### src/logic/axi_lite_pkg.sv
// AXI4-Lite bus widths and response codes.
// Only OKAY and SLVERR are modelled.

package axi_lite_pkg;

    // Byte address and data widths on the memory bus.
    parameter int AXI_ADDR_WIDTH = 32;
    parameter int AXI_DATA_WIDTH = 32;

    // RRESP and BRESP encodings.
    typedef enum logic [1:0] {
        OKAY   = 2'b00,
        SLVERR = 2'b10
    } resp_e;

endpackage

### src/logic/cache_pkg.sv
// Cache-wide word type and controller state encoding.
// Data words are 32 bits and byte addressed, so the low two address bits are ignored.

package cache_pkg;

    // Processor data word.
    parameter int DATA_WIDTH = 32;

    // Address bits that select a byte inside a word.
    parameter int BYTE_OFFSET = $clog2(DATA_WIDTH / 8);

    typedef logic [DATA_WIDTH-1:0] word_t;

    // Controller states.
    // A read hit passes IDLE, LOOKUP and RESPOND only.
    // A read miss adds READ_ADDR and READ_DATA.
    // A write, hit or miss, adds WRITE_REQ and WRITE_RESP.
    typedef enum logic [2:0] {
        IDLE       = 3'd0,  // Waiting for a request.
        LOOKUP     = 3'd1,  // Tag compare on the latched request.
        READ_ADDR  = 3'd2,  // AR channel.
        READ_DATA  = 3'd3,  // R channel.
        WRITE_REQ  = 3'd4,  // AW and W channels.
        WRITE_RESP = 3'd5,  // B channel.
        RESPOND    = 3'd6   // One-cycle valid to the processor.
    } cache_state_e;

endpackage

### src/logic/cache_controller.sv
// Blocking cache FSM, one request in flight at a time.
// Assumes the processor holds req, write, addr and wdata until valid.
// An error response completes normally but leaves the cache untouched.

`timescale 1ns/100ps

module cache_controller (
    input  logic                  clk,
    input  logic                  rst_n,

    // Processor handshake.
    input  logic                  req,
    output logic                  ready,
    output logic                  valid,

    // Datapath status and strobes.
    input  logic                  hit,
    input  logic                  req_write,
    output logic                  capture,
    output logic                  fill,
    output logic                  hit_update,

    // AXI4-Lite read channels.
    output logic                  arvalid,
    input  logic                  arready,
    input  logic                  rvalid,
    output logic                  rready,
    input  axi_lite_pkg::resp_e   rresp,

    // AXI4-Lite write channels.
    output logic                  awvalid,
    input  logic                  awready,
    output logic                  wvalid,
    input  logic                  wready,
    input  logic                  bvalid,
    output logic                  bready,
    input  axi_lite_pkg::resp_e   bresp
);

    cache_pkg::cache_state_e state_q, state_d;

    logic aw_done_q;  // AW already taken in this WRITE_REQ.
    logic w_done_q;
    logic aw_fire;
    logic w_fire;
    logic write_sent;

    assign ready   = (state_q == cache_pkg::IDLE);
    assign valid   = (state_q == cache_pkg::RESPOND);
    assign capture = ready && req;

    assign arvalid = (state_q == cache_pkg::READ_ADDR);
    assign rready  = (state_q == cache_pkg::READ_DATA);
    assign awvalid = (state_q == cache_pkg::WRITE_REQ) && !aw_done_q;
    assign wvalid  = (state_q == cache_pkg::WRITE_REQ) && !w_done_q;
    assign bready  = (state_q == cache_pkg::WRITE_RESP);

    assign aw_fire    = awvalid && awready;
    assign w_fire     = wvalid && wready;
    assign write_sent = (aw_done_q || aw_fire) && (w_done_q || w_fire);

    // Install read data only when memory reports success.
    assign fill = rready && rvalid && (rresp == axi_lite_pkg::OKAY);

    // Write hit refreshes the line once memory has taken the word.
    assign hit_update = bready && bvalid && hit && (bresp == axi_lite_pkg::OKAY);

    always_comb begin
        state_d = state_q;
        unique case (state_q)
            cache_pkg::IDLE: begin
                if (capture) state_d = cache_pkg::LOOKUP;
            end
            cache_pkg::LOOKUP: begin
                if (req_write)
                    state_d = cache_pkg::WRITE_REQ;  // Write-through, hit or miss.
                else if (hit)
                    state_d = cache_pkg::RESPOND;
                else
                    state_d = cache_pkg::READ_ADDR;
            end
            cache_pkg::READ_ADDR: begin
                if (arready) state_d = cache_pkg::READ_DATA;
            end
            cache_pkg::READ_DATA: begin
                if (rvalid) state_d = cache_pkg::RESPOND;
            end
            cache_pkg::WRITE_REQ: begin
                if (write_sent) state_d = cache_pkg::WRITE_RESP;
            end
            cache_pkg::WRITE_RESP: begin
                if (bvalid) state_d = cache_pkg::RESPOND;
            end
            cache_pkg::RESPOND: begin
                state_d = cache_pkg::IDLE;
            end
            default: state_d = cache_pkg::IDLE;
        endcase
    end

    always_ff @(posedge clk) begin
        if (!rst_n) begin
            state_q   <= cache_pkg::IDLE;
            aw_done_q <= 1'b0;
            w_done_q  <= 1'b0;
        end else begin
            state_q <= state_d;
            if (state_q == cache_pkg::WRITE_REQ && !write_sent) begin
                aw_done_q <= aw_done_q || aw_fire;
                w_done_q  <= w_done_q || w_fire;
            end else begin
                aw_done_q <= 1'b0;
                w_done_q  <= 1'b0;
            end
        end
    end

endmodule

### config.mk
export PLATFORM = sky130hd
export DESIGN_NAME = cache_controller
export DESIGN_NICKNAME = d
export VERILOG_FILES = /design/src/logic/axi_lite_pkg.sv /design/src/logic/cache_pkg.sv /design/src/logic/cache_controller.sv
export SDC_FILE = /design/constraint.sdc
export NUM_CORES = 1
export LEC_CHECK = 0
export BUFFER_PORTS_ARGS = -buffer_cell sky130_fd_sc_hd__buf_2
export CAP_MARGIN = 10
export CORE_MARGIN = 2
export CORE_UTILIZATION = 25
export DETAILED_ROUTE_END_ITERATION = 12
export GPL_TIMING_DRIVEN = 0
export SLEW_MARGIN = 20
export SYNTH_ARGS = -nofsm -noshare
export SYNTH_HDL_FRONTEND = slang
export SYNTH_SLANG_ARGS = --single-unit
### constraint.sdc
create_clock -name clk -period 1.49 [get_ports clk]
set_input_delay 0.149 -clock clk [delete_from_list [all_inputs] [get_ports clk]]
set_output_delay 0.149 -clock clk [all_outputs]
set_load 0.005 [all_outputs]
-- Word level (Yosys, flattened, before mapping)
Index checks and enable logic that the tools add are counted.
- equality and inequality tests: 11
- muxes and demuxes: 8
- reductions and logical operators: 22
- operator list (operator ; count):
    $mux W3 ; 7
    $pmux W3 S6 ; 1
    $logic_and A1 B1 Y1 ; 12
    $eq A3 B3 Y1 const B ; 3
    $eq A3 B2 Y1 const B ; 2
    $ne A2 B2 Y1 const B ; 3
    $reduce_and A5 Y1 ; 1
    $logic_not A2 Y1 ; 2
    $ne A2 B1 Y1 const B ; 2
    $eq A3 B1 Y1 const B ; 1
    $logic_not A1 Y1 ; 3
    $logic_not A3 Y1 ; 1
    $logic_or A1 B1 Y1 ; 2
    $reduce_and A2 Y1 ; 1
- bits in registers: 5
- input bits: 14
- output and inout port bits: 10
- word-level logic and storage cells: 44

-- Longest topological paths before layout
- depth after elaboration: 8
- gate-level depth with buffers: 5
- depth with buffers taken out: 4

-- Worst setup path before layout
OpenSTA, ideal clock, no wires.
- kind: register to register
- start point: reg state_q[0]
- end point: reg aw_done_q
- library setup time: 0.088 ns
- data arrival time: 1.024 ns
- required time: 1.402 ns
- path slack: 0.378 ns
- stages on the path, launching flop included: 4
- path buffers: 0
- period minus slack after synthesis: 1.112 ns
- cells stage by stage: dfxtp_1 -> or3b_4 -> or2_4 -> nor4_2
- longest elaborated chain between the ends: 8
- elaborated cells between the ends (all ways): 11
- those cells by class: eq/ne: 1; reduce/logical: 10
- ends and longest elaborated chain (what ; line ; source):
    start, declared ; cache_controller.sv:40 ; cache_pkg::cache_state_e state_q, state_d;
    start signal, assigned ; cache_controller.sv:103 ; state_q <= cache_pkg::IDLE;
    start signal, assigned ; cache_controller.sv:107 ; state_q <= state_d;
    $eq A3 B3 Y1 * ; cache_controller.sv:54, cache_controller.sv:55, cache_controller.sv:108 ;
    $logic_and A1 B1 Y1 (on tied branches) ; cache_controller.sv:54, cache_controller.sv:55 ;
    $logic_and A1 B1 Y1 (on tied branches) ; cache_controller.sv:58, cache_controller.sv:59 ;
    $logic_or A1 B1 Y1 (on tied branches) ; cache_controller.sv:60, cache_controller.sv:109 ;
    $logic_and A1 B1 Y1 ; cache_controller.sv:60 ; assign write_sent = (aw_done_q || aw_fire) && (w_done_q || w_fire);
    $logic_not A1 Y1 ; cache_controller.sv:108 ; if (state_q == cache_pkg::WRITE_REQ && !write_sent) begin
    $logic_and A1 B1 Y1 ; cache_controller.sv:108 ;
    $reduce_and A2 Y1 (no source line) ; -- ;
    end signal, assigned ; cache_controller.sv:109 ; aw_done_q <= aw_done_q || aw_fire;
    end, declared ; cache_controller.sv:42 ; logic aw_done_q;
Every way passes the cells marked *; elsewhere a longest branch is shown, timed or not.
A chain may end at the register's enable or synchronous reset.

-- Final worst setup path
- start point: reg state_q[1]
- end point: out hit_update
- longest elaborated chain between the ends: 4
- ends and longest elaborated chain (what ; line ; source):
    $eq A3 B3 Y1 ; cache_controller.sv:56 ; assign bready = (state_q == cache_pkg::WRITE_RESP);
    $logic_and A1 B1 Y1 (3 in a row) ; cache_controller.sv:66 ; assign hit_update = bready && bvalid && hit && (bresp == axi_lite_pkg::OKAY);
    end, declared ; cache_controller.sv:21 ; output logic hit_update,
No other way between the ends.

==> metrics.md <==
| Metric | Value |
|---|---|
| Clock share of power | `0.183` |
| Crit path launch type | `flop` |
| Antenna cells | `0` |
| Worst hold-check path type | `in -> reg` |
| Switch share | `0.342` |
| Net Switching | `roughly 0.29 mW` |
| Crit share post-route | `0.953` |
| Hold Path Origin | `wready` |
| Post-Syn Instances | `45` |
| CP cell instances | `buf_6 -> nand3b_1 -> nor4_1 -> buf_2` |
| Slowest stage cell on the critical path | `dfxtp_2` |
| Die ar. | `approximately 1700 µm²` |
| Commonest non-fill, non-tap cell in the layout | `buf_2` |
| Lkg Pwr | `between 0.2 and 0.3 nW` |
| Via/cell ratio | `around 4.8` |
| CP max FO | `6` |
| Largest net degree at the start of global routing | `11` |
| CTS Buffer Depth | `2` |
| Synthesized flop and latch total | `5` |
| Syn Area/Cell | `7.76 µm²` |
| Count of input and output buffers | `23` |
| Setup Skew | `between 0.0015 and 0.002 ns` |
| Unrepaired setup endpoints after global routing | `yes` |
| VDD IR-drop max | `approximately 0.00082 V` |
| Critical path's largest stage delay | `0.31 ns` |
| Vias in the first global route | `approximately 370` |
| CP bufs+invs | `2` |
| Reg clk slew, reported paths | `roughly 0.040 ns` |
| CP delay by family, top | `simple AND/OR/NAND/NOR gates` |
| Worst reg2reg endpoint | `state_q[0]` |
| WL final | `901 µm` |
| Final hold vios | `0` |
| DRT iter0 DRCs | `2` |
| Core area | `roughly 1300 µm²` |
| Place WS | `~0.26 ns` |
| Root Driver | `clkbuf_4` |
| Final cell count without fillers | `92` |
| CP Depth | `4` |
| Worst R2R Start | `state_q[1]` |
| Netlist Area Pre-Place | `349 µm²` |
| Hold_buf cts | `0` |
| Area Growth Syn to Fin | `64.2%` |
| Final Worst Setup Slack | `between 0.07 and 0.08 ns` |
| Critical path origin | `state_q[1]` |
| Crit path kind | `reg -> out` |
| Unique cell type count in the Yosys netlist | `25` |
| Arrival time worst endpoint | `roughly 1.3 ns` |
| Most frequent cells in the layout | `23 x buf_2, 6 x nor2_1, 5 x buf_4, 4 x nand2_1` |
| Internal power | `approximately 0.56 mW` |
| Layout Nets | `92` |
| Slew Limit Headroom | `0.872` |
| Remaining DRCs | `0` |
| Crit path time final | `roughly 1.4 ns` |
| CTS sink count | `5` |
| GP Congestion | `0.713` |
| Pre-antenna DRT Iters | `4` |
| Yosys warning count | `0` |
| Grt total ovfl | `0` |
| Max Cap Viol | `0` |
| CTS buffer count | `3` |
| I/O Pins | `24` |
| Htree depth | `1` |
| Final Hold Slack | `between 0.09 and 0.1 ns` |
| Critical path required time | `~1.3 ns` |
| Sequential group share of total power | `0.247` |
| Syn nets | `59` |
| WL/cell | `between 9 and 10 µm` |
| Crit path to | `hit_update` |
| Reg2reg setup slack | `between 0.15 and 0.2 ns` |
| Final Setup Violations | `0` |
| PwrDens | `between 1000 and 1500 nW/µm²` |
| Die W | `a little over 40 µm` |
| Placed cell count | `83` |
| Cell count of the worst reg-to-reg path | `6` |
| Starting density of the core | `0.268` |
| Final ANT Viol Nets | `0` |
| Fmax | `just over 700 MHz` |
| Clock Latency Late Sink | `roughly 0.24 ns` |
| Dpl hpwl | `around 680 µm` |
| CTS tree | `done` |
| Core Rows | `13` |
| Fraction of layout cells with a size suffix above 1 | `0.532` |
| Sequential share of the synthesized area | `0.287` |
| CP Capture Type | `primary output` |
| Filler instances | `139` |
| Via count | `439` |
| Worst-Margin Slew | `approximately 0.19 ns` |
| Gr usage total | `0.127` |
| Initial antenna violation count | `0` |
| Status | `complete, no violations` |
| Logic pwr share | `0.570` |
| Pins over their slew limit | `0` |
| Chip Height | `roughly 41 µm` |
| First-pass GRT wire length | `about 1400 µm` |
## metrics by stage
stage	setup TNS, ns	util	cell area, µm²	power (mW)
finish	0	0.440	573	0.846
global route	-0.0328	0.440	573	0.927
CTS	0	0.391	509	0.761
detailed placement	0	0.371	483	0.601
global placement	0	0.371	483	0.598
floorplan	0	-	349	0.475
## how the worst min path moves through the flow
| stage | endpoint | slack, ns | depth (start not counted) |
|---|---|---|---|
| after detailed placement | w_done_q | 0.34 | 2 |
| after floorplan | aw_done_q | 0.22 | 1 |
| after global routing | aw_done_q | 0.08 | 2 |
| after global placement | w_done_q | 0.34 | 2 |
| final | aw_done_q | 0.09 | 2 |
| after CTS | aw_done_q | 0.09 | 2 |
## power by group through the flow
stage | Sequential, mW | Clock, mW | Combinational [mW]
after floorplan | 0.187 | 0 | 0.288
after global placement | 0.192 | 0 | 0.406
after detailed placement | 0.194 | 0 | 0.407
after CTS | 0.192 | 0.161 | 0.408
after global routing | 0.215 | 0.179 | 0.534
final | 0.209 | 0.155 | 0.482
## flip-flops by register name, summed over array words and instances (netlist names)
register,flops
aw_done_q,1
w_done_q,1
state_q,3
## final cells by class
cell class	instances	area, µm²	area share
plain buffers	3	33.8	0.0590
well taps	15	18.8	0.0328
clock buffers	4	26.3	0.0459
flip-flops and latches	5	105	0.183
repair buffers	28	153	0.266
multi-input cells	34	225	0.393
inverters	3	11.3	0.0197
## kinds of logic (layout without fill, tap and decap cells)
group | count (synthesis) | after routing | synth area share
AOI/OAI and AO/OA | 10 | 10 | 0.201
buffers and inverters | 6 | 38 | 0.0824
DFF | 5 | 5 | 0.287
muxes | 1 | 1 | 0.0287
and+or+nand+nor | 23 | 23 | 0.401
## synthesized netlist by cell type
cell type | instances | area share
nor2_1 | 6 | 0.065
dfxtp_1 | 5 | 0.29
nand2_1 | 4 | 0.043
a21oi_1 | 3 | 0.043
inv_1 | 3 | 0.032
nor3_1 | 3 | 0.043
buf_2 | 2 | 0.029
nor4_2 | 2 | 0.072
a2bb2oi_1 | 1 | 0.025
and2_1 | 1 | 0.018
and3b_1 | 1 | 0.025
buf_4 | 1 | 0.022
mux2i_1 | 1 | 0.029
nand2b_1 | 1 | 0.018
nand3b_1 | 1 | 0.022
nor3b_1 | 1 | 0.022
nor4_1 | 1 | 0.018
o21a_1 | 1 | 0.022
o21bai_1 | 1 | 0.022
o221ai_1 | 1 | 0.025
o22a_1 | 1 | 0.025
o22ai_1 | 1 | 0.018
o31ai_1 | 1 | 0.022
or2_4 | 1 | 0.025
or3b_4 | 1 | 0.032
## layer usage
layer / GRT usage / share of wire
met3: 0.0691 / 0.073
met2: 0.227 / 0.51
met5: 0 / 0
met4: 0.0242 / 0
met1: 0.129 / 0.42
## what timing repair did
item / 4_1_cts / 5_1_grt
endpoints found under the setup margin: 0 / 2
setup buffers: 0 / 5
gates resized for setup: 0 / 11
(Power assumes the default switching activity.)
