## src/logic/axi_lite_pkg.sv

```systemverilog
// AXI4-Lite bus widths and response codes.
// Only OKAY and SLVERR are modelled.

package axi_lite_pkg;

    // Byte address and data widths on the memory bus.
    parameter int AXI_ADDR_WIDTH = 32;
    parameter int AXI_DATA_WIDTH = 32;

    // RRESP and BRESP encodings.
    typedef enum logic [1:0] {
        OKAY   = 2'b00,
        SLVERR = 2'b10
    } resp_e;

endpackage

```

## src/logic/cache_pkg.sv

```systemverilog
// Cache-wide word type and controller state encoding.
// Data words are 32 bits and byte addressed, so the low two address bits are ignored.

package cache_pkg;

    // Processor data word.
    parameter int DATA_WIDTH = 32;

    // Address bits that select a byte inside a word.
    parameter int BYTE_OFFSET = $clog2(DATA_WIDTH / 8);

    typedef logic [DATA_WIDTH-1:0] word_t;

    // Controller states.
    // A read hit passes IDLE, LOOKUP and RESPOND only.
    // A read miss adds READ_ADDR and READ_DATA.
    // A write, hit or miss, adds WRITE_REQ and WRITE_RESP.
    typedef enum logic [2:0] {
        IDLE       = 3'd0,  // Waiting for a request.
        LOOKUP     = 3'd1,  // Tag compare on the latched request.
        READ_ADDR  = 3'd2,  // AR channel.
        READ_DATA  = 3'd3,  // R channel.
        WRITE_REQ  = 3'd4,  // AW and W channels.
        WRITE_RESP = 3'd5,  // B channel.
        RESPOND    = 3'd6   // One-cycle valid to the processor.
    } cache_state_e;

endpackage

```

## src/logic/cache_datapath.sv

```systemverilog
// Direct-mapped arrays, one word per line, NUM_LINES a power of two.
// Tag and data arrays are not cleared; only the valid bits reset.
// Bus addresses are word aligned and zero extended to the AXI width.

`timescale 1ns/100ps

module cache_datapath #(
    parameter int ADDR_WIDTH = 16,
    parameter int NUM_LINES  = 8
) (
    input  logic                                    clk,
    input  logic                                    rst_n,

    // Processor request.
    input  logic [ADDR_WIDTH-1:0]                   addr,
    input  cache_pkg::word_t                        wdata,
    input  logic                                    write,

    // Controller strobes and status.
    input  logic                                    capture,
    input  logic                                    fill,
    input  logic                                    hit_update,
    output logic                                    hit,
    output logic                                    req_write,
    output cache_pkg::word_t                        rdata,

    // Memory bus payload.
    output logic [axi_lite_pkg::AXI_ADDR_WIDTH-1:0] araddr,
    output logic [axi_lite_pkg::AXI_ADDR_WIDTH-1:0] awaddr,
    output logic [axi_lite_pkg::AXI_DATA_WIDTH-1:0] wdata_axi,
    input  logic [axi_lite_pkg::AXI_DATA_WIDTH-1:0] rdata_axi
);

    localparam int OFFSET_BITS = cache_pkg::BYTE_OFFSET;
    localparam int INDEX_BITS  = $clog2(NUM_LINES);
    localparam int TAG_BITS    = ADDR_WIDTH - INDEX_BITS - OFFSET_BITS;
    localparam int AXI_AW      = axi_lite_pkg::AXI_ADDR_WIDTH;

    // Latched request.
    logic [ADDR_WIDTH-1:0] addr_q;
    cache_pkg::word_t      wdata_q;
    logic                  write_q;

    // Line storage.
    logic [TAG_BITS-1:0]   tag_q   [NUM_LINES];
    cache_pkg::word_t      data_q  [NUM_LINES];
    logic [NUM_LINES-1:0]  valid_q;

    logic [INDEX_BITS-1:0] index;
    logic [TAG_BITS-1:0]   tag;
    logic [ADDR_WIDTH-1:0] word_addr;

    assign index = addr_q[OFFSET_BITS +: INDEX_BITS];
    assign tag   = addr_q[ADDR_WIDTH-1 -: TAG_BITS];

    assign hit       = valid_q[index] && (tag_q[index] == tag);
    assign req_write = write_q;

    // After a fill the line holds the fetched word, so one read port serves both cases.
    assign rdata = data_q[index];

    assign word_addr = {addr_q[ADDR_WIDTH-1:OFFSET_BITS], {OFFSET_BITS{1'b0}}};
    assign araddr    = AXI_AW'(word_addr);
    assign awaddr    = AXI_AW'(word_addr);
    assign wdata_axi = wdata_q;

    always_ff @(posedge clk) begin
        if (capture) begin
            addr_q  <= addr;
            wdata_q <= wdata;
            write_q <= write;
        end
    end

    always_ff @(posedge clk) begin
        if (fill) begin
            tag_q[index]  <= tag;
            data_q[index] <= rdata_axi;
        end else if (hit_update) begin
            data_q[index] <= wdata_q;  // Keep the line in step with memory.
        end
    end

    always_ff @(posedge clk) begin
        if (!rst_n) begin
            valid_q <= '0;
        end else if (fill) begin
            valid_q[index] <= 1'b1;
        end
    end

endmodule

```

## config.mk

```make
export PLATFORM = sky130hd
export DESIGN_NAME = cache_datapath
export DESIGN_NICKNAME = d
export VERILOG_FILES = /design/src/logic/axi_lite_pkg.sv /design/src/logic/cache_pkg.sv /design/src/logic/cache_datapath.sv
export SDC_FILE = /design/constraint.sdc
export NUM_CORES = 1
export LEC_CHECK = 0
export BUFFER_PORTS_ARGS = -buffer_cell sky130_fd_sc_hd__buf_4
export CAP_MARGIN = 25
export CORE_MARGIN = 5
export CORE_UTILIZATION = 35
export CTS_CLUSTER_SIZE = 40
export DETAILED_ROUTE_END_ITERATION = 10
export SYNTH_ARGS = -nofsm -noshare
export SYNTH_HDL_FRONTEND = slang
export SYNTH_SLANG_ARGS = --single-unit
export TNS_END_PERCENT = 1
```

## constraint.sdc

```tcl
create_clock -name clk -period 3.6 [get_ports clk]
set_input_delay 0.18 -clock clk [delete_from_list [all_inputs] [get_ports clk]]
set_output_delay 0.18 -clock clk [all_outputs]
set_load 0.01 [all_outputs]
```

* Yosys cells after proc, flatten, opt, wreduce, memory -nomap -nowiden
Memory sizes are Yosys's and may differ from the RTL's. A register that Yosys moved wholly into a read port is not among the register bits. Index checks and enable logic that the tools add are counted.
Word-level totals: RAM bits 344, memory bits (read-only) 0, register bits 57, memories 2, bits in latches 0
Memories:
- data_q | depth 8, width 32, rd ports 1, clocked after Yosys merged registers in 1, wr ports 1, line cache_datapath.sv:46 | cache_pkg::word_t data_q [NUM_LINES];
- tag_q | depth 8, width 11, rd ports 1, clocked after Yosys merged registers in 1, wr ports 1, line cache_datapath.sv:45 | logic [TAG_BITS-1:0] tag_q [NUM_LINES];
Operators by class: div/mod/pow operators 0, equal/unequal tests 1, shift operators 0, bitwise operators 2, reduce and logical (&&, ||, !) cells 2, $lt $le $gt $ge 2, multiplexer cells 12, multipliers 0, add/subtract/negate cells 0
Operators with widths (count):
- 2-to-1 mux 32 bit | 1
- == test 11 bit | 1
- OR 8 bit | 1
- 2-to-1 mux 1 bit | 7
- 2-to-1 mux 3 bit | 2
- < comparator 3 x 4 -> 1 bit (second input constant) | 1
- binary-select mux 1 bit (select 3 bit) | 1
- demux 1 bit (select 3 bit) | 1
- >= comparator 3 x 1 -> 1 bit (second input constant) | 1
- logical AND 1 bit | 2
- OR 1 bit | 1

* Depth between registers and ports, before layout
Gate-level depths: netlist (run 1).
depth after elaboration 5, depth in mapped cells 7, depth with buffers taken out 5

* Least setup slack after synthesis (run 1)
OpenSTA, ideal clock, no wires.
path kind register -> register, from register addr_q[3], to memory data_q[0][0] in the netlist's numbering, enable pin, clock period less this slack 3.416 ns, required time 3.139 ns, data arrival time 2.955 ns, setup slack 0.184 ns, setup time 0.461 ns, stages on the path, launching flop included 3, cell sequence edfxtp_1 clkbuf_1 nor3_1
RTL lines:
- start, declared | line cache_datapath.sv:40 | logic [ADDR_WIDTH-1:0] addr_q;
- start signal, assigned | line cache_datapath.sv:69 | addr_q <= addr;
- end, declared | line cache_datapath.sv:46
Straight into the memory's write port.

==> results.cfg, run 1 <==
[route]
drcViolationCount = 0
dr.pass1.iters = 4
highest-signal-layer = met5
wl_met1_um = 14400
wl_um = 33200
antenna_left = 0
wl_per_cell_um = 20.8
drt-initial-drc-count = 412
vias = 7529
met3WireLength_um = 1750
avgViaCountPerCell = 4.73
met2_wirelength_um = 16300

[clocking]
ctsResizeCount = 0
clk-insertion-delay-late_ns = 0.57
cts_setup_buffers = 0
cts_tree = built
clock_sinks = 402
clk_transition_reported_paths_ns = 0.06
cts-root-buf = clkbuf_16
clock_path_buffers = 3
htreeDepth = 2
cts_buffers = 45
postCtsHoldBufs = 48

[floorplan]
start_util = 0.355
die_area_mm2 = 0.0492
die_y_um = 222
core_area_mm2 = 0.0443
rows = 77
io_pins = 216
die_w_um = 222

[final_layout]
area_growth_pct = 24.3
num-fill-cells = 3814
drive_above_1_share = 0.430
seqCellArea_mm2 = 0.0120
layout_common_cells = edfxtp_1, buf_4, mux4_2
fin_area_mm2 = 0.0195
final_common_cell = edfxtp_1
antenna-diode-count = 0
multiInputGateArea_mm2 = 0.00339
nets = 1051

[setup_path]
cp_data_arrival_time_ns = 2.95
end_kind = primary output
cp.required_ns = 3.42
worstSetupPathType = register to primary output
start_kind = register
path_max_fanout = 27
reg2regPathDepth = 3

[sta]
whs_ns = 0.0352
timing.slew.headroom = 0.395
fin_tns_setup_ns = 0
setup_viol = 0
setup_slack_ns = 0.471
worst_pin_slew_ns = 0.905
finalCriticalPeriod_ns = 3.13
finalMaxSlewViolations = 0
fmax_mhz = 320
grt_setup_unrepaired = false
finalHoldViolations = 0
finClkSkew_ns = 0.0162
finalCritPeriodShare = 0.869

[yosys]
synth.area.top_cells = edfxtp_1, mux4_2, mux2_2
ys.warnings.count = 0
synth.top_cell.area_share = 0.747
yosys_most_used_dff = edfxtp_1
synthesis.area_mm2 = 0.0157
ys_ff_latch = 402
synth-edff-count = 391
synthArstFlopShare = 0
yosysSeqAreaShare = 0.761
synth_top_area_cell = edfxtp_1
syn_avg_cell_area_um2 = 22.2
syn_inst = 709
synth.distinct_cells = 29

[outcome]
status = complete, no violations

[global_route]
grt_pass1_wl_um = 49900
grt_util_all_layers = 0.133
grt_pass1_vias = 8089
grt_start_max_net_pins = 51
grt.overflow.total = 0
antenna_found_initial = 1

[worst_hold_path]
min_path_type = primary input to register
min_delay_path_depth = 2

[placement]
place.port_buffers = 177
place_area_mm2 = 0.0177
dp_hpwl_um = 19600
finalWeightedCongestion = 0.681
place_ws_ns = 0.965

[power_and_ir_drop]
peakVddDrop_mv = 0.326
power_density_mw_per_mm2 = 556
leakagePower_uw = 0.00674
total_power_uw = 10900

[flow_run]
max_cap_violations = 0
-- critical path, stage by stage (launching register included) --
cell and delay, ns:
dfxtp_4 0.64, mux4_2 0.57, mux2i_1 0.17, xor2_1 0.20, o2111ai_1 0.22, nor4_2 0.38, buf_4 0.18
-- layout make-up --
cell class	instances	share of cell area
well taps	592	0.0379
multi-input cells	260	0.174
clock buffers	61	0.0617
clock inverters	22	0.00909
repair buffers	256	0.105
flip-flops and latches	402	0.613
-- logic make-up (layout without fill, tap and decap cells) --
group                  count (synthesis)  after routing  synth area share
XOR/XNOR                              10             10           0.00557
buffers and inverters                 82            339            0.0349
other                                  1             36          0.000239
flip-flops                           402            402             0.761
AO/OA/AOI/OAI                         14             14           0.00661
multiplexers                         169            169             0.182
AND/OR/NAND/NOR                       31             31           0.00995
-- final timing paths --
check	startpoint	to	slack [ns]
min	rdata_axi[18]	data_q[6][18]	0.04
max	register	hit	0.47
max reg2reg	addr_q[3]	tag_q[7][6]	1.30
min reg2reg	valid_q[6]	valid_q[6]	0.47
-- per-layer routing --
metal / track usage / vias up
li1: - / 3345
met3: 0.0287 / 54
met5: 0 / -
met4: 0.0402 / 2
met1: 0.180 / 3926
met2: 0.219 / 202
-- synth_stat cells, types with 2 or more instances --
cell type,instances
o2111ai_1,2
mux2i_1,17
nor2_1,13
mux4_2,81
mux2_2,67
edfxtp_1,391
mux4_1,4
xor2_1,10
clkbuf_1,9
buf_1,4
o21a_1,8
nand3_1,2
nand2b_1,5
buf_2,14
dfxtp_1,11
nor3_1,4
buf_4,53
nand2_1,3
-- where the power goes --
part	total, µW	internal [µW]	switching [µW]
Sequential	5490	5380	114
Clock	4310	2500	1810
Combinational	1070	545	520
Total	10900	8430	2440
-- per-stage QoR --
| step | utilization | std cells |
|---|---|---|
| final | 0.441 | 1593 |
| after global routing | 0.441 | 1593 |
| after CTS | 0.441 | 1592 |
| after detailed placement | 0.399 | 1461 |
| after global placement | 0.399 | 1461 |
| after floorplan | - | 744 |
-- state kept, by name (all words and copies together) (netlist names), named ones only --
name,cells
addr_q,14
data_q,256
req_write,1
tag_q,88
valid_q,8
wdata_axi,32
Note: power is estimated with default switching activity, not from simulation.
==> run 2, diff against run 1 <==
--- a/config.mk
+++ b/config.mk
@@ -11,6 +11,7 @@
 export CORE_UTILIZATION = 35
 export CTS_CLUSTER_SIZE = 40
 export DETAILED_ROUTE_END_ITERATION = 10
+export GPL_TIMING_DRIVEN = 0
 export SYNTH_ARGS = -nofsm -noshare
 export SYNTH_HDL_FRONTEND = slang
 export SYNTH_SLANG_ARGS = --single-unit
==> results.cfg, run 2 (synthesis results as in run 1) <==
[final_layout]
num-fill-cells = 3797
final_common_cell = edfxtp_1
antenna-diode-count = 0
nets = 1120
drive_above_1_share = 0.455
largest_register_ffs = 256
area_growth_pct = 28.0
largest_register = data_q
layout_common_cells = edfxtp_1, buf_4, mux4_2

[sta]
finalMaxSlewViolations = 0
finalCriticalPeriod_ns = 3.15
grt_setup_unrepaired = false
worst_pin_slew_ns = 0.906
finalHoldViolations = 0
setup_slack_ns = 0.446
fmax_mhz = 317
setup_viol = 0
finalCritPeriodShare = 0.876
finClkSkew_ns = 0.0169
timing.slew.headroom = 0.395
fin_tns_setup_ns = 0

[flow_run]
max_cap_violations = 0

[setup_path]
worstSetupPathType = register to primary output
reg2regPathDepth = 4
cp_data_arrival_time_ns = 2.97
crit_buf_inv = 5
path_cells = buf_6 > buf_2 > buf_2 > buf_2 > mux4_2 > mux2_2 > buf_4
cp.required_ns = 3.42
r2r-end = tag_q[3][9]
critPathMaxStageDelay_ns = 0.42
ff2ff_setup_slack_ns = 1.17
start_kind = register
reg2reg_from = addr_q[3]
slowest_stage = buf_2
end_kind = primary output
crit_top_cell = buf_2
path_max_fanout = 10
critical-path-top-delay-family = buffers and inverters

[route]
drcViolationCount = 0
antenna_left = 0
dr.pass1.iters = 4
avgViaCountPerCell = 4.66
drt-initial-drc-count = 455
wl_um = 34800
vias = 7739
wl_per_cell_um = 21.0

[placement]
place.port_buffers = 176
finalWeightedCongestion = 0.685
place_ws_ns = 0.929
dp_hpwl_um = 22100

[clocking]
clk_transition_reported_paths_ns = 0.06
cts_tree = built
cts-root-buf = clkbuf_16
clk-insertion-delay-late_ns = 0.55
htreeDepth = 2
cts_buffers = 43
ctsResizeCount = 0
clock_sinks = 402
clock_path_buffers = 3

[global_route]
grt_util_all_layers = 0.139
grt_start_max_net_pins = 51
grt.overflow.total = 0
antenna_found_initial = 1
grt_pass1_wl_um = 52000
grt_pass1_vias = 8202

[floorplan]
die_y_um = 222
rows = 77
core_area_mm2 = 0.0443
die_w_um = 222
io_pins = 216
die_area_mm2 = 0.0492
start_util = 0.355

[worst_hold_path]
hp-start = rdata_axi[19]
min_delay_path_depth = 2
min_path_type = primary input to register
hold_end = data_q[6][19]

[power_and_ir_drop]
leakagePower_uw = 0.00708
peakVddDrop_mv = 0.361
power_density_mw_per_mm2 = 544

[outcome]
status = complete, no violations
## run 2: cell count changes in the layout (fill, tap and decap cells not counted), moves of 4 or more
| cell | before | now |
|---|---|---|
| buf_4 | 206 | 233 |
| buf_2 | 1 | 15 |
| clkbuf_1 | 14 | 23 |
| buf_6 | 0 | 8 |
| buf_12 | 1 | 6 |
| buf_1 | 0 | 4 |
| inv_6 | 4 | 0 |
## run 2: timing repair
action	in CTS	in global routing
hold endpoints to repair	58	0
setup buffers	0	0
hold buffers	48	0
## run 2: where the power goes
part	internal [µW]	switching [µW]	total, µW	leakage [µW]
clock network	2550	1740	4290	0.000664
registers	5380	78.5	5460	0.00369
logic	609	594	1200	0.00273
total	8530	2410	10900	0.00708
## run 2: worst max path at each step
| stage | end | slack [ns] | cells past startpoint |
|---|---|---|---|
| 2_1_floorplan | data_q[0][0] | 0.18 | 2 |
| 3_3_place_gp | data_q[0][16] | -2.39 | 2 |
| 3_5_place_dp | hit | 0.93 | 8 |
| 4_1_cts | hit | 0.30 | 8 |
| 5_1_grt | hit | 0.21 | 8 |
| 6_report | rdata[6] | 0.45 | 7 |
## run 2: cell type report
class                      count  area, µm²  share of cell area
multi-input combinational    260       3410               0.169
clock buffer                  61       1210              0.0600
tap                          592        741              0.0368
clock inverter                17        163             0.00809
sequential                   402      12000               0.595
timing repair buffer         245       2090               0.104
buffer                        82        548              0.0272
## run 2: metrics by stage
stage | instances | cell area [µm²] | hold slack [ns] | util | total power (µW)
3_3_place_gp | 1512 | 17900 | 0.358 | 0.404 | 6690
5_1_grt | 1659 | 20100 | 0.0437 | 0.454 | 11400
2_1_floorplan | 744 | 15800 | 0.279 | - | 6200
6_report | 1659 | 20100 | 0.0518 | 0.454 | 10900
4_1_cts | 1658 | 20100 | 0.0108 | 0.454 | 11100
3_5_place_dp | 1532 | 18300 | 0.359 | 0.412 | 6750
## run 2: metal layers
layer / up-vias / routed length (µm) / track usage
met4: 2 / 495 / 0.0270
met3: 39 / 2290 / 0.0350
li1: 3483 / - / -
met5: - / 13 / 0
met2: 217 / 17000 / 0.228
met1: 3998 / 14900 / 0.191
==> run 3, diff against run 2 <==
--- a/config.mk
+++ b/config.mk
@@ -8,10 +8,11 @@
 export BUFFER_PORTS_ARGS = -buffer_cell sky130_fd_sc_hd__buf_4
 export CAP_MARGIN = 25
 export CORE_MARGIN = 5
-export CORE_UTILIZATION = 35
+export CORE_UTILIZATION = 57
 export CTS_CLUSTER_SIZE = 40
 export DETAILED_ROUTE_END_ITERATION = 10
 export GPL_TIMING_DRIVEN = 0
+export PLACE_DENSITY = 0.79
 export SYNTH_ARGS = -nofsm -noshare
 export SYNTH_HDL_FRONTEND = slang
 export SYNTH_SLANG_ARGS = --single-unit
==> results.cfg, run 3 (synthesis results as in run 1) <==
[outcome]
status = complete, no violations

[setup_path]
critPathMaxStageDelay_ns = 0.38
critical-path-top-delay-family = buffers and inverters
reg2regPathDepth = 4
path_max_fanout = 10
start_kind = register
cp.required_ns = 3.42
cp_data_arrival_time_ns = 3.12
end_kind = primary output
crit_top_cell = buf_4
reg2reg_from = addr_q[3]
crit_buf_inv = 4
path_cells = buf_4 > buf_4 > buf_2 > mux2i_1 > xor2_1 > o2111ai_1 > nor4_2 > buf_4
r2r-end = data_q[6][5]
slowest_stage = buf_2
ff2ff_setup_slack_ns = 1.24
worstSetupPathType = register to primary output

[power_and_ir_drop]
total_power_uw = 10700
power_density_mw_per_mm2 = 542
pwr-share-clk = 0.376
leakagePower_uw = 0.00705
seqPwrFrac = 0.511
p_int_uw = 8350
combPwrFrac = 0.113
p_switching_uw = 2340
peakVddDrop_mv = 0.429
p_sw_frac = 0.219

[sta]
finalCriticalPeriod_ns = 3.30
grt_setup_unrepaired = false
fmax_mhz = 303
finalMaxSlewViolations = 0
finalHoldViolations = 0
setup_viol = 0
finClkSkew_ns = 0.0165
fin_tns_setup_ns = 0
worst_pin_slew_ns = 0.813
finalCritPeriodShare = 0.916
timing.slew.headroom = 0.458

[floorplan]
core_area_mm2 = 0.0270
rows = 60
die_w_um = 176
die_area_mm2 = 0.0310
io_pins = 216
die_y_um = 176
start_util = 0.581

[route]
dr.pass1.iters = 8
antenna_left = 0
drcViolationCount = 0
avgViaCountPerCell = 5.68
drt-initial-drc-count = 690
vias = 7960
wl_um = 33500
wl_per_cell_um = 23.9

[clocking]
clk-insertion-delay-late_ns = 0.52
cts-root-buf = clkbuf_16
htreeDepth = 2
ctsResizeCount = 0
clk_transition_reported_paths_ns = 0.06
cts_buffers = 40
cts_setup_buffers = 0
clock_path_buffers = 3
clock_sinks = 402
cts_tree = built

[global_route]
grt_start_max_net_pins = 51
grt_util_all_layers = 0.219
grt.overflow.total = 0
antenna_found_initial = 0
grt_pass1_wl_um = 51300
grt_pass1_vias = 8655

[final_layout]
area_growth_pct = 25.4
nets = 1117
fin_area_mm2 = 0.0197
largest_register_ffs = 256
layout_common_cells = edfxtp_1, buf_4, mux4_2
final_common_cell = edfxtp_1
layout.cells.non_filler = 1401
utilization = 0.729
drive_above_1_share = 0.457
antenna-diode-count = 0
largest_register = data_q

[placement]
dpl.cell_count = 1282
finalWeightedCongestion = 0.747
dp_hpwl_um = 20900
place_area_mm2 = 0.0180
place.port_buffers = 176

[worst_hold_path]
min_delay_path_depth = 2
hold_end = valid_q[0]
min_path_type = primary input to register
hp-start = rst_n

[flow_run]
max_cap_violations = 0
## run 3: cell count changes in the layout (fill, tap and decap cells not counted), sizes merged
| cell | before | now |
|---|---|---|
| clkinv | 12 | 16 |
| clkbuf | 70 | 59 |
| dlygate4sd3 | 48 | 47 |
| buf | 270 | 271 |
## run 3: how the worst max path moves through the flow
| stage | startpoint | endpoint | slack, ns | cells after the start |
|---|---|---|---|---|
| floorplan | addr_q[3] | data_q[0][0] | 0.18 | 2 |
| global placement | addr_q[3] | data_q[0][4] | -1.77 | 2 |
| detailed placement | register | hit | 0.94 | 8 |
| CTS | register | hit | 0.27 | 8 |
| global route | register | hit | 0.16 | 8 |
| finish | register | hit | 0.30 | 8 |
## run 3: metal layers
metal  share of wire  global-route usage
met1            0.40               0.294
met2            0.51               0.375
met3           0.067              0.0413
met4           0.023              0.0565
met5               0                   0
## run 3: layout make-up
type / instances / area, µm²
flip-flops and latches: 402 / 12000
fillers: 1538 / 7310
multi-input cells: 260 / 3400
repair buffers: 245 / 2100
clock buffers: 50 / 1090
plain buffers: 82 / 548
well taps: 341 / 427
clock inverters: 21 / 184
## run 3: timing repair
| item | in CTS | in global routing |
|---|---|---|
| endpoints found under the hold margin | 50 | 0 |
| hold buffers | 47 | 0 |
| endpoints found under the setup margin | 0 | 0 |
## run 3: worst reg2reg max path: stages, from the launching register on
cell and delay (ns):
edfxtp_1 0.37, clkbuf_1 0.49, nand2_1 0.32, nor2_4 0.61, buf_16 0.27
## run 3: per-stage QoR
step / hold slack, ns / setup WS [ns]
CTS: 0.0274 / 0.272
detailed placement: 0.359 / 0.938
finish: 0.0359 / 0.304
floorplan: 0.279 / 0.184
global route: 0.0531 / 0.162
global placement: 0.358 / -1.77
## run 3: power groups by stage
stage | logic [µW] | registers, µW | clock network (µW)
final | 1200 | 5460 | 4020
after global routing | 1290 | 5480 | 4300
after CTS | 1210 | 5460 | 4090
after detailed placement | 1160 | 5560 | 0
after global placement | 1090 | 5550 | 0
after floorplan | 643 | 5550 | 0
